## config.mk

```make
export PLATFORM = sky130hd
export DESIGN_NAME = gpu
export DESIGN_NICKNAME = d
export VERILOG_FILES = /design/src/rtl/gpu_pkg.sv /design/src/rtl/gpu.sv /design/src/rtl/core.sv /design/src/rtl/mem_controller.sv /design/src/rtl/dispatch.sv
export VERILOG_INCLUDE_DIRS = /design/src /design/src/rtl
export SDC_FILE = /design/constraint.sdc
export NUM_CORES = 2
export LEC_CHECK = 0
export CELL_PAD_IN_SITES_DETAIL_PLACEMENT = 1
export CELL_PAD_IN_SITES_GLOBAL_PLACEMENT = 1
export CORE_AREA = 5 5 384 386
export CTS_CLUSTER_SIZE = 24
export DETAILED_ROUTE_END_ITERATION = 10
export DIE_AREA = 0 0 389 391
export DONT_BUFFER_PORTS = 1
export PLACE_DENSITY = 0.75
export SLEW_MARGIN = 20
export SYNTH_ARGS = -nofsm -noshare
export SYNTH_HDL_FRONTEND = slang
export SYNTH_HIERARCHICAL = 1
export SYNTH_SLANG_ARGS = --single-unit
```

## constraint.sdc

```tcl
create_clock -name clk -period 12.52 [get_ports clk]
set_input_delay 1.878 -clock clk [delete_from_list [all_inputs] [get_ports clk]]
set_output_delay 1.878 -clock clk [all_outputs]
set_load 0.02 [all_outputs]
```

## src/rtl/gpu_settings.svh

```systemverilog
// Memory widths, core count, lanes per block and memory channel counts
`ifndef GPU_SETTINGS_SVH
`define GPU_SETTINGS_SVH

// Data memory has 256 rows of 8-bit words
`define GPU_DATA_ADDR_BITS 8
`define GPU_DATA_BITS 8

// Program memory has 256 rows of 16-bit instructions
`define GPU_PROG_ADDR_BITS 8
`define GPU_PROG_DATA_BITS 16

// Compute resources
`define GPU_NUM_CORES 2
`define GPU_THREADS_PER_BLOCK 4

// Concurrent requests each memory accepts
`define GPU_DATA_CHANNELS 4
`define GPU_PROG_CHANNELS 1

`endif
```

## src/rtl/gpu_pkg.sv

```systemverilog
// Width typedefs, memory request and response structs, opcode and core state enums
`include "gpu_settings.svh"

package gpu_pkg;

    // Plain vectors for the memory buses
    typedef logic [`GPU_DATA_ADDR_BITS-1:0] data_addr_t;
    typedef logic [`GPU_DATA_BITS-1:0] data_word_t;
    typedef logic [`GPU_PROG_ADDR_BITS-1:0] prog_addr_t;
    typedef logic [`GPU_PROG_DATA_BITS-1:0] instr_t;

    // Kernel and block bookkeeping
    typedef logic [7:0] thread_count_t;
    typedef logic [7:0] block_id_t;
    // One extra bit so a full block fits
    typedef logic [$clog2(`GPU_THREADS_PER_BLOCK):0] lane_count_t;
    typedef logic [2:0] reg_idx_t;

    // Data memory request, held steady until ready is seen
    typedef struct packed {
        logic valid;
        logic write;
        data_addr_t addr;
        data_word_t wdata;
    } data_req_t;

    // Ready is a single-cycle pulse, rdata valid with it on reads
    typedef struct packed {
        logic ready;
        data_word_t rdata;
    } data_rsp_t;

    // Program memory is read-only
    typedef struct packed {
        logic valid;
        prog_addr_t addr;
    } prog_req_t;

    typedef struct packed {
        logic ready;
        instr_t rdata;
    } prog_rsp_t;

    // Opcode sits in bits 15..12
    typedef enum logic [3:0] {
        NOP   = 4'b0000,
        ADD   = 4'b0011,
        SUB   = 4'b0100,
        MUL   = 4'b0101,
        LDR   = 4'b0111,
        STR   = 4'b1000,
        CONST = 4'b1001,
        RET   = 4'b1111
    } opcode_t;

    // Block-wide core sequence
    typedef enum logic [2:0] {
        IDLE, FETCH, DECODE, REQUEST, WAIT, EXECUTE, UPDATE, DONE
    } core_state_t;

endpackage

```

## src/rtl/gpu.sv

```systemverilog
// Top level with dispatcher, program and data memory controllers and the compute cores
`include "gpu_settings.svh"

module gpu
    import gpu_pkg::*;
(
    input  logic clk,
    input  logic rst_n,
    input  logic start,
    output logic done,
    input  logic dcr_write,
    input  thread_count_t dcr_data,
    output prog_req_t prog_mem_req [`GPU_PROG_CHANNELS],
    input  prog_rsp_t prog_mem_rsp [`GPU_PROG_CHANNELS],
    output data_req_t data_mem_req [`GPU_DATA_CHANNELS],
    input  data_rsp_t data_mem_rsp [`GPU_DATA_CHANNELS]
);
    localparam int LANES = `GPU_THREADS_PER_BLOCK;
    localparam int NUM_LSUS = `GPU_NUM_CORES * LANES;

    logic [`GPU_NUM_CORES-1:0] core_start;
    logic [`GPU_NUM_CORES-1:0] core_reset;
    logic [`GPU_NUM_CORES-1:0] core_done;
    block_id_t core_block_id [`GPU_NUM_CORES];
    lane_count_t core_lane_count [`GPU_NUM_CORES];

    // Flattened consumer side, core c lane l is entry c*LANES+l
    data_req_t lsu_req [NUM_LSUS];
    data_rsp_t lsu_rsp [NUM_LSUS];
    // Fetch requests carried as data requests with write tied off
    data_req_t fetch_req [`GPU_NUM_CORES];
    prog_rsp_t fetch_rsp [`GPU_NUM_CORES];
    data_req_t prog_chan_req [`GPU_PROG_CHANNELS];

    dispatch u_dispatch (
        .clk(clk),
        .rst_n(rst_n),
        .start(start),
        .dcr_write(dcr_write),
        .dcr_data(dcr_data),
        .core_done(core_done),
        .core_start(core_start),
        .core_reset(core_reset),
        .block_id(core_block_id),
        .lane_count(core_lane_count),
        .done(done)
    );

    mem_controller #(.rsp_t(data_rsp_t)) u_data_ctrl (
        .clk(clk),
        .rst_n(rst_n),
        .consumer_req(lsu_req),
        .consumer_rsp(lsu_rsp),
        .mem_req(data_mem_req),
        .mem_rsp(data_mem_rsp)
    );

    mem_controller #(.rsp_t(prog_rsp_t)) u_prog_ctrl (
        .clk(clk),
        .rst_n(rst_n),
        .consumer_req(fetch_req),
        .consumer_rsp(fetch_rsp),
        .mem_req(prog_chan_req),
        .mem_rsp(prog_mem_rsp)
    );

    // Only valid and address reach program memory
    for (genvar p = 0; p < `GPU_PROG_CHANNELS; p++) begin : g_prog_ch
        assign prog_mem_req[p] = '{valid: prog_chan_req[p].valid, addr: prog_chan_req[p].addr};
    end

    for (genvar c = 0; c < `GPU_NUM_CORES; c++) begin : g_core
        prog_req_t core_prog_req;
        data_req_t core_data_req [LANES];
        data_rsp_t core_data_rsp [LANES];

        assign fetch_req[c] = '{valid: core_prog_req.valid, write: 1'b0,
                                addr: core_prog_req.addr, wdata: '0};

        for (genvar l = 0; l < LANES; l++) begin : g_lane
            assign lsu_req[c * LANES + l] = core_data_req[l];
            assign core_data_rsp[l] = lsu_rsp[c * LANES + l];
        end

        core u_core (
            .clk(clk),
            .rst_n(rst_n),
            .core_reset(core_reset[c]),
            .core_start(core_start[c]),
            .block_id(core_block_id[c]),
            .lane_count(core_lane_count[c]),
            .core_done(core_done[c]),
            .prog_req(core_prog_req),
            .prog_rsp(fetch_rsp[c]),
            .data_req(core_data_req),
            .data_rsp(core_data_rsp)
        );
    end

endmodule

```

## src/rtl/core.sv

```systemverilog
// Compute core with fetch, decode, per-lane register files, ALUs and load/store units
`include "gpu_settings.svh"

module core
    import gpu_pkg::*;
(
    input  logic clk,
    input  logic rst_n,
    input  logic core_reset,
    input  logic core_start,
    input  block_id_t block_id,
    input  lane_count_t lane_count,
    output logic core_done,
    output prog_req_t prog_req,
    input  prog_rsp_t prog_rsp,
    output data_req_t data_req [`GPU_THREADS_PER_BLOCK],
    input  data_rsp_t data_rsp [`GPU_THREADS_PER_BLOCK]
);
    localparam int LANES = `GPU_THREADS_PER_BLOCK;

    core_state_t state;
    prog_addr_t pc;
    instr_t instr;
    block_id_t blk;
    lane_count_t lanes;

    // r0..r4 are writable, r5..r7 are special
    data_word_t regs [LANES][5];
    data_word_t opa [LANES];
    data_word_t opb [LANES];
    data_word_t result [LANES];

    opcode_t op;
    reg_idx_t rd;
    reg_idx_t rs;
    reg_idx_t rt;
    data_word_t imm;
    logic mem_op;
    logic writes_rd;
    logic pending;
    logic [LANES-1:0] active;

    // Field decode
    assign op = opcode_t'(instr[15:12]);
    assign rd = instr[11:9];
    assign rs = instr[8:6];
    assign rt = instr[5:3];
    assign imm = instr[7:0];
    assign mem_op = (op == LDR) || (op == STR);
    assign writes_rd = (op == ADD) || (op == SUB) || (op == MUL) || (op == CONST) || (op == LDR);

    always_comb begin
        pending = 1'b0;
        for (int l = 0; l < LANES; l++) begin
            // Lanes past the block's thread count sit out
            active[l] = (l < lanes);
            pending |= data_req[l].valid;
        end
    end

    // Single fetcher, request held for the whole FETCH state
    assign prog_req.valid = (state == FETCH);
    assign prog_req.addr = pc;
    assign core_done = (state == DONE);

    // Block id, lanes per block and lane index in r5, r6, r7
    function automatic data_word_t read_reg(input int lane, input reg_idx_t idx);
        case (idx)
            3'd5: return data_word_t'(blk);
            3'd6: return data_word_t'(LANES);
            3'd7: return data_word_t'(lane);
            default: return regs[lane][idx];
        endcase
    endfunction

    always_ff @(posedge clk) begin
        if (!rst_n || core_reset) begin
            state <= IDLE;
            for (int l = 0; l < LANES; l++) begin
                data_req[l].valid <= 1'b0;
            end
        end else begin
            case (state)
                IDLE: begin
                    if (core_start) begin
                        blk <= block_id;
                        lanes <= lane_count;
                        pc <= '0;
                        state <= FETCH;
                    end
                end
                FETCH: begin
                    if (prog_rsp.ready) begin
                        instr <= prog_rsp.rdata;
                        state <= DECODE;
                    end
                end
                DECODE: begin
                    // Register read for every lane
                    for (int l = 0; l < LANES; l++) begin
                        opa[l] <= read_reg(l, rs);
                        opb[l] <= read_reg(l, rt);
                    end
                    state <= REQUEST;
                end
                REQUEST: begin
                    // LDR rd, [rs] and STR [rs], rt
                    for (int l = 0; l < LANES; l++) begin
                        if (active[l] && mem_op) begin
                            data_req[l].valid <= 1'b1;
                            data_req[l].write <= (op == STR);
                            data_req[l].addr <= opa[l];
                            data_req[l].wdata <= opb[l];
                        end
                    end
                    state <= WAIT;
                end
                WAIT: begin
                    for (int l = 0; l < LANES; l++) begin
                        if (data_rsp[l].ready) begin
                            data_req[l].valid <= 1'b0;
                            result[l] <= data_rsp[l].rdata;
                        end
                    end
                    // Lock-step, so every lane must finish
                    if (!pending) begin
                        state <= EXECUTE;
                    end
                end
                EXECUTE: begin
                    for (int l = 0; l < LANES; l++) begin
                        case (op)
                            ADD: result[l] <= opa[l] + opb[l];
                            SUB: result[l] <= opa[l] - opb[l];
                            MUL: result[l] <= opa[l] * opb[l];
                            CONST: result[l] <= imm;
                            default: ;
                        endcase
                    end
                    state <= UPDATE;
                end
                UPDATE: begin
                    if (op == RET) begin
                        state <= DONE;
                    end else begin
                        pc <= pc + 1'b1;
                        state <= FETCH;
                    end
                end
                DONE: ;
                default: state <= IDLE;
            endcase
        end
    end

    // Write-back, special registers are never written
    always_ff @(posedge clk) begin
        if (state == UPDATE && writes_rd && rd < 3'd5) begin
            for (int l = 0; l < LANES; l++) begin
                if (active[l]) begin
                    regs[l][rd] <= result[l];
                end
            end
        end
    end

endmodule

```

## src/rtl/mem_controller.sv

```systemverilog
// Multi-channel memory request controller with per-channel claim state machines
`include "gpu_settings.svh"

module mem_controller
    import gpu_pkg::*;
#(
    // Response type, its rdata sets the returned word width
    parameter type rsp_t = data_rsp_t,
    localparam bit IS_PROG = ($bits(rsp_t) == $bits(prog_rsp_t)),
    localparam int NUM_CONSUMERS = IS_PROG ? `GPU_NUM_CORES
                                           : `GPU_NUM_CORES * `GPU_THREADS_PER_BLOCK,
    localparam int NUM_CHANNELS = IS_PROG ? `GPU_PROG_CHANNELS : `GPU_DATA_CHANNELS
) (
    input  logic clk,
    input  logic rst_n,
    input  data_req_t consumer_req [NUM_CONSUMERS],
    output rsp_t consumer_rsp [NUM_CONSUMERS],
    output data_req_t mem_req [NUM_CHANNELS],
    input  rsp_t mem_rsp [NUM_CHANNELS]
);
    localparam int IDX_BITS = $clog2(NUM_CONSUMERS);

    typedef enum logic [1:0] {
        IDLE, READ_WAIT, WRITE_WAIT, RELAY
    } chan_state_t;

    chan_state_t state [NUM_CHANNELS];
    // Consumer each channel is serving
    logic [IDX_BITS-1:0] owner [NUM_CHANNELS];
    // Consumers already owned by some channel
    logic [NUM_CONSUMERS-1:0] claimed;

    always_ff @(posedge clk) begin
        logic [NUM_CONSUMERS-1:0] taken;
        logic found;
        if (!rst_n) begin
            claimed <= '0;
            for (int c = 0; c < NUM_CHANNELS; c++) begin
                state[c] <= IDLE;
                mem_req[c].valid <= 1'b0;
            end
            for (int i = 0; i < NUM_CONSUMERS; i++) begin
                consumer_rsp[i].ready <= 1'b0;
            end
        end else begin
            // Updated as channels claim, so two channels never pick the same consumer
            taken = claimed;
            for (int c = 0; c < NUM_CHANNELS; c++) begin
                case (state[c])
                    IDLE: begin
                        found = 1'b0;
                        // Lowest-numbered free requester wins
                        for (int i = 0; i < NUM_CONSUMERS; i++) begin
                            if (!found && consumer_req[i].valid && !taken[i]) begin
                                found = 1'b1;
                                taken[i] = 1'b1;
                                owner[c] <= IDX_BITS'(i);
                                mem_req[c] <= consumer_req[i];
                                state[c] <= consumer_req[i].write ? WRITE_WAIT : READ_WAIT;
                            end
                        end
                    end
                    READ_WAIT, WRITE_WAIT: begin
                        if (mem_rsp[c].ready) begin
                            mem_req[c].valid <= 1'b0;
                            consumer_rsp[owner[c]].ready <= 1'b1;
                            // Writes return no data
                            if (state[c] == READ_WAIT) begin
                                consumer_rsp[owner[c]].rdata <= mem_rsp[c].rdata;
                            end
                            state[c] <= RELAY;
                        end
                    end
                    RELAY: begin
                        consumer_rsp[owner[c]].ready <= 1'b0;
                        // Hold the claim until the consumer lets go of valid
                        if (!consumer_req[owner[c]].valid) begin
                            taken[owner[c]] = 1'b0;
                            state[c] <= IDLE;
                        end
                    end
                    default: state[c] <= IDLE;
                endcase
            end
            claimed <= taken;
        end
    end

endmodule

```

## src/rtl/dispatch.sv

```systemverilog
// Thread-count register, block dispatch to the cores and kernel completion
`include "gpu_settings.svh"

module dispatch
    import gpu_pkg::*;
(
    input  logic clk,
    input  logic rst_n,
    input  logic start,
    input  logic dcr_write,
    input  thread_count_t dcr_data,
    input  logic [`GPU_NUM_CORES-1:0] core_done,
    output logic [`GPU_NUM_CORES-1:0] core_start,
    output logic [`GPU_NUM_CORES-1:0] core_reset,
    output block_id_t block_id [`GPU_NUM_CORES],
    output lane_count_t lane_count [`GPU_NUM_CORES],
    output logic done
);
    localparam int LANES = `GPU_THREADS_PER_BLOCK;

    thread_count_t thread_count;
    block_id_t total_blocks;
    // Blocks handed out and blocks finished in the current kernel
    block_id_t dispatched;
    block_id_t completed;
    logic running;
    // Core holds a block that has not reported done yet
    logic [`GPU_NUM_CORES-1:0] busy;
    logic [8:0] padded;

    // Thread count rounded up to whole blocks
    always_comb begin
        padded = {1'b0, thread_count} + 9'(LANES - 1);
        total_blocks = block_id_t'(padded / LANES);
    end

    always_ff @(posedge clk) begin
        block_id_t next_blk;
        block_id_t finished;
        thread_count_t remaining;
        logic free;
        if (!rst_n) begin
            thread_count <= '0;
            running <= 1'b0;
            done <= 1'b0;
            busy <= '0;
            core_start <= '0;
            core_reset <= '0;
            dispatched <= '0;
            completed <= '0;
        end else begin
            // A new kernel restarts both counts
            next_blk = start ? '0 : dispatched;
            finished = start ? '0 : completed;
            // Start pulse always trails the reset pulse by one cycle
            core_start <= core_reset;
            core_reset <= '0;
            if (dcr_write) begin
                thread_count <= dcr_data;
            end
            if (start) begin
                running <= 1'b1;
                done <= 1'b0;
            end
            for (int c = 0; c < `GPU_NUM_CORES; c++) begin
                free = !busy[c];
                // core_done still shows the old block while its reset pulse is out
                if (busy[c] && core_done[c] && !core_reset[c]) begin
                    finished = finished + 1'b1;
                    free = 1'b1;
                end
                if ((start || running) && free && next_blk < total_blocks) begin
                    remaining = thread_count - thread_count_t'(next_blk * LANES);
                    core_reset[c] <= 1'b1;
                    busy[c] <= 1'b1;
                    block_id[c] <= next_blk;
                    // Last block may be partial
                    lane_count[c] <= (remaining < LANES) ? lane_count_t'(remaining)
                                                         : lane_count_t'(LANES);
                    next_blk = next_blk + 1'b1;
                end else if (free) begin
                    busy[c] <= 1'b0;
                end
            end
            dispatched <= next_blk;
            completed <= finished;
            if ((start || running) && finished == total_blocks) begin
                running <= 1'b0;
                done <= 1'b1;
            end
        end
    end

endmodule

```

# Yosys cells after proc, flatten, opt, wreduce, memory -nomap -nowiden
# Memories as Yosys holds them, arrays and structs flattened.
# Index checks and enable logic that the tools add are counted.
# op_classes
addsub,25
mul,8
magnitude_cmp,42
eq_ne,93
muxes,801
n_bitwise,130
n_reduce_logical,256
# ops
op,count
two-way mux 8 bit,122
two-way mux 18 bit,53
bitwise mux 72 bit,12
two-way mux 72 bit,11
case mux 72 bit (2 select lines),4
two-way mux 1 bit,415
binary-select mux 8 bit (select 3 bit),16
case mux 8 bit (3 select lines),16
two-way mux 40 bit,8
binary-select mux 18 bit (select 3 bit),4
demux 9 bit (select 3 bit),8
two-way mux 3 bit,36
two-way mux 2 bit,53
bitwise OR 1 bit,106
bitwise mux 34 bit,3
AND reduction 3 bit,33
logical AND 1 bit,96
case mux 8 bit (2 select lines),6
subtractor 8 bit,10
zero test 1 bit,68
two-way mux 34 bit,2
case mux 34 bit (2 select lines),1
adder 8 bit,8
multiplier 8 x 8 -> 8 bit,8
55 further kinds,256
# word_totals
reg_bits,471
mem_bits_rw,535
inputBits,65
output_inout_bits,82
word_cells,1463
n_memories,12
# memory_table
name,depth,width,rd,rd_ports_with_merged_regs,wr,line,text
g_core[0].u_core.regs,4,40,4,0,4,core.sv:28,data_word_t regs [LANES][5];
g_core[1].u_core.regs,4,40,4,0,4,core.sv:28,
g_core[0].u_core.opa,4,8,4,0,4,core.sv:29,data_word_t opa [LANES];
g_core[0].u_core.opb,4,8,4,0,4,core.sv:30,data_word_t opb [LANES];
g_core[0].u_core.result,4,8,4,0,4,core.sv:31,data_word_t result [LANES];
g_core[1].u_core.opa,4,8,4,0,4,core.sv:29,
6 more memories,-,-,-,-,-,-,

# Depth between registers and ports, before layout
# logic_depth
depth_word,192
mapped_depth,21

# Modules after synthesis
# The synthesis kept the hierarchy.
# by_module_without_submodules
mod,n_inst,cells_per_inst,area_each_um2,seq_area_each_um2
core at g_core[0].u_core,1,1685,20946.3,10920.5
core at g_core[1].u_core,1,1673,20895.0,10920.5
mem_controller at u_data_ctrl,1,2042,16447.0,4964.8
dispatch,1,372,3403.3,1301.2
mem_controller at u_prog_ctrl,1,191,2499.9,1661.6
gpu,1,1,3.8,0.0

# Worst setup path after synthesis
# Ideal clock, no wire load.
# synth_path
path_type,input-to-reg
startpoint,input rst_n
endpoint,"memory g_core[1].u_core/opa[0][0] (netlist name), enable pin"
arrival_time_ps,8814
required_time_ps,11853
slack_ps,3039
path_stages,3
n_path_buf,1
path_cell_list,nand2b_1 buf_1 nor4b_1
# synth_lines
item,line,text
start: declaration,gpu.sv:8,"input logic rst_n,"
end: declaration,core.sv:29,

==> summary.md <==
| Metric | Value |
|---|---|
| CTS H-tree depth | 3 |
| GRT overflow | 0 |
| Die Area | 0.152 sq mm |
| Post-cts resize count | 0 |
| Vias in the first global route | 51500 |
| ANT nets after route | 0 |
| # hold bufs at CTS | 0 |
| Hold WC Path Type | flip-flop to flip-flop |
| Die W | 389 um |
| CORE AREA | 0.143 sq mm |
| Leakage power | 25.9 nW |
| Startpoint class of the critical path | flip-flop |
| Setup repair bufs after CTS | 0 |
| Wirelength, routed | 248 mm |
| Vias/cell | 6.60 |
| Yosys warnings | 6 |
| Setup slack, reg-to-reg | 6.76 ns |
| Root Driver | clkbuf_16 |
| Setup TNS Final | 0 ns |
| Max Cap Violations | 0 |
| GRT Overall Usage | 0.317 |
| Vias | 51300 |
| 1st-iter DRT viols | 6205 |
| Deepest clock path buffer count | 3 |
| Num CTS Buffers | 111 |
| Pin count of the biggest net entering global routing | 112 |
| Fill count | 15300 |
| Area growth syn-to-layout | 8.23% |
| Most frequent cells in the layout | edfxtp_1 (935), nand2_1 (549), inv_1 (490) |
| Cell Area, Placed | 0.0654 sq mm |
| Worst Setup End Kind | flip-flop |
| CP Data Required Time | 13.13 ns |
| Slowest stage delay, CP | 0.88 ns |
| Initial Util | 0.446 |
| Most frequent cell on the critical path | or3_1 |
| WL/cell | 31.9 um |
| Pins over their slew limit | 0 |
| Crit path time final | 5.76 ns |
| Initial antenna violation count | 20 |
| Final Cell Area | 0.0691 sq mm |
| CTS tree | yes |
| Final Setup Violations | 0 |
| Clock sink count | 1006 |
| Die Y | 391 um |
| Number of top-level pins | 147 |
| Worst vdd ir | 121 uV |
| Tcrit/Tclk final | 0.460 |
| Slew @ Worst Pin | 1.24 ns |
| Cell Chain, Critical Path | inv_1 -> ha_1 -> or2_1 -> nor4b_1 -> or3_1 -> o311a_1 -> or4b_1 -> o311ai_4 -> or3_1 -> o21ai_1 -> o2111a_1 -> nor3_2 |
| Slew HR | 0.167 |
| Fmax | 173 MHz |
| Commonest non-fill, non-tap cell in the layout | edfxtp_1 |
| Hpwl dp | 181 mm |
| Global placement routability congestion | 0.962 |
| Setup Crit Path Kind | flip-flop to flip-flop |
| Status | finished clean |
| First-pass DRT Iterations | 6 |
| Post-Syn Instances | 5946 |
| Syn Std Cell Area | 0.0638 sq mm |
| Final hold vios | 0 |
| Residual DRC | 0 |
| Arr. time, crit path | 6.38 ns |
| RSZ-0062 raised after global routing | false |
| Latest clock arrival within the worst-skew pair | 0.77 ns |
| Buffers on Ports | 0 |
| Maximum fanout along the worst path | 22 |
| Nets | 6190 |
| Crit-path slowest cell | or4b_1 |
| Setup Skew | 0.0538 ns |
| Fraction of layout cells with a size suffix above 1 | 0.0866 |
| Register clock-pin slew on the reported worst setup and hold paths | 0.06 ns |
| First-pass GRT wire length | 357 mm |
| Rows | 139 |
| P per Cell Area | 130 mW/mm^2 |
| Mean post-synth cell area | 10.7 sq um |
==> power breakdown <==
group	switching [W]	total [W]	internal, W
registers	0.000172	0.00397	0.00379
logic	0.00106	0.00171	0.000649
clock network	0.00144	0.00331	0.00186
total	0.00267	0.00898	0.00630
==> worst max-delay path, delay by kind of cell, from the launching register on <==
family	cells	cell delay (ns)
adders and majority gates	1	0.83
AOI/OAI and AO/OA	4	1.68
DFF	1	0.39
buffers and inverters	1	0.06
and+or+nand+nor	6	2.62
==> state kept, by name (all words and copies together), names as in the netlist, 9 cells and up <==
signal	cells
g_core.u_core/instr	32
u_data_ctrl/owner	12
u_data_ctrl/consumer_rsp	72
g_core.u_core/pc	16
u_dispatch/block_id	16
u_prog_ctrl/mem_req	9
g_core.u_core/opb	64
g_core.u_core/regs	320
u_prog_ctrl/consumer_rsp	34
g_core.u_core/opa	64
g_core.u_core/data_req	144
g_core.u_core/result	64
g_core.u_core/blk	16
u_data_ctrl/mem_req	72
==> metrics by stage <==
stage | hold WS, ns | utilization | total power (W) | setup WS, ns | std cells
finish | 0.416 | 0.482 | 0.00898 | 6.76 | 7777
global route | 0.432 | 0.482 | 0.00929 | 6.39 | 7770
CTS | 0.418 | 0.482 | 0.00896 | 6.87 | 7767
detailed placement | 0.406 | 0.457 | 0.00566 | 6.24 | 7562
global placement | 0.402 | 0.457 | 0.00563 | 6.30 | 7562
floorplan | 0.400 | - | 0.00514 | 3.04 | 5949
==> area by class of cell <==
cell class / instances / area, sq um / area share
Multi-Input combinational cell: 4081 / 31100 / 0.450
Sequential cell: 1006 / 29500 / 0.427
Clock buffer: 128 / 2880 / 0.0417
Tap cell: 1903 / 2380 / 0.0345
Inverter: 491 / 1840 / 0.0267
Clock inverter: 77 / 736 / 0.0107
Timing Repair Buffer: 83 / 634 / 0.00919
Antenna cell: 8 / 20.0 / 0.000290
==> routing by layer <==
metal	vias to the layer above	part of all wire	track usage
met4	8	0.047	0.130
li1	21700	-	-
met5	-	0.00018	0
met3	584	0.11	0.0830
met1	26100	0.40	0.429
met2	2971	0.44	0.485
==> final timing paths <==
kind,start,endpoint,cells past startpoint
worst max-delay path,u_data_ctrl/state[0][0]$_SDFFCE_PP0P_,u_data_ctrl/mem_req[16]$_DFFE_PP_,12
worst min-delay path,u_prog_ctrl/consumer_rsp[15]$_DFFE_PP_,g_core[1].u_core/instr[15]$_DFFE_PP_,0
worst min register to register,u_prog_ctrl/consumer_rsp[15]$_DFFE_PP_,g_core[1].u_core/instr[15]$_DFFE_PP_,0
worst max register to register,u_data_ctrl/state[0][0]$_SDFFCE_PP0P_,u_data_ctrl/mem_req[16]$_DFFE_PP_,12
Note: power is estimated with default switching activity, not from simulation.
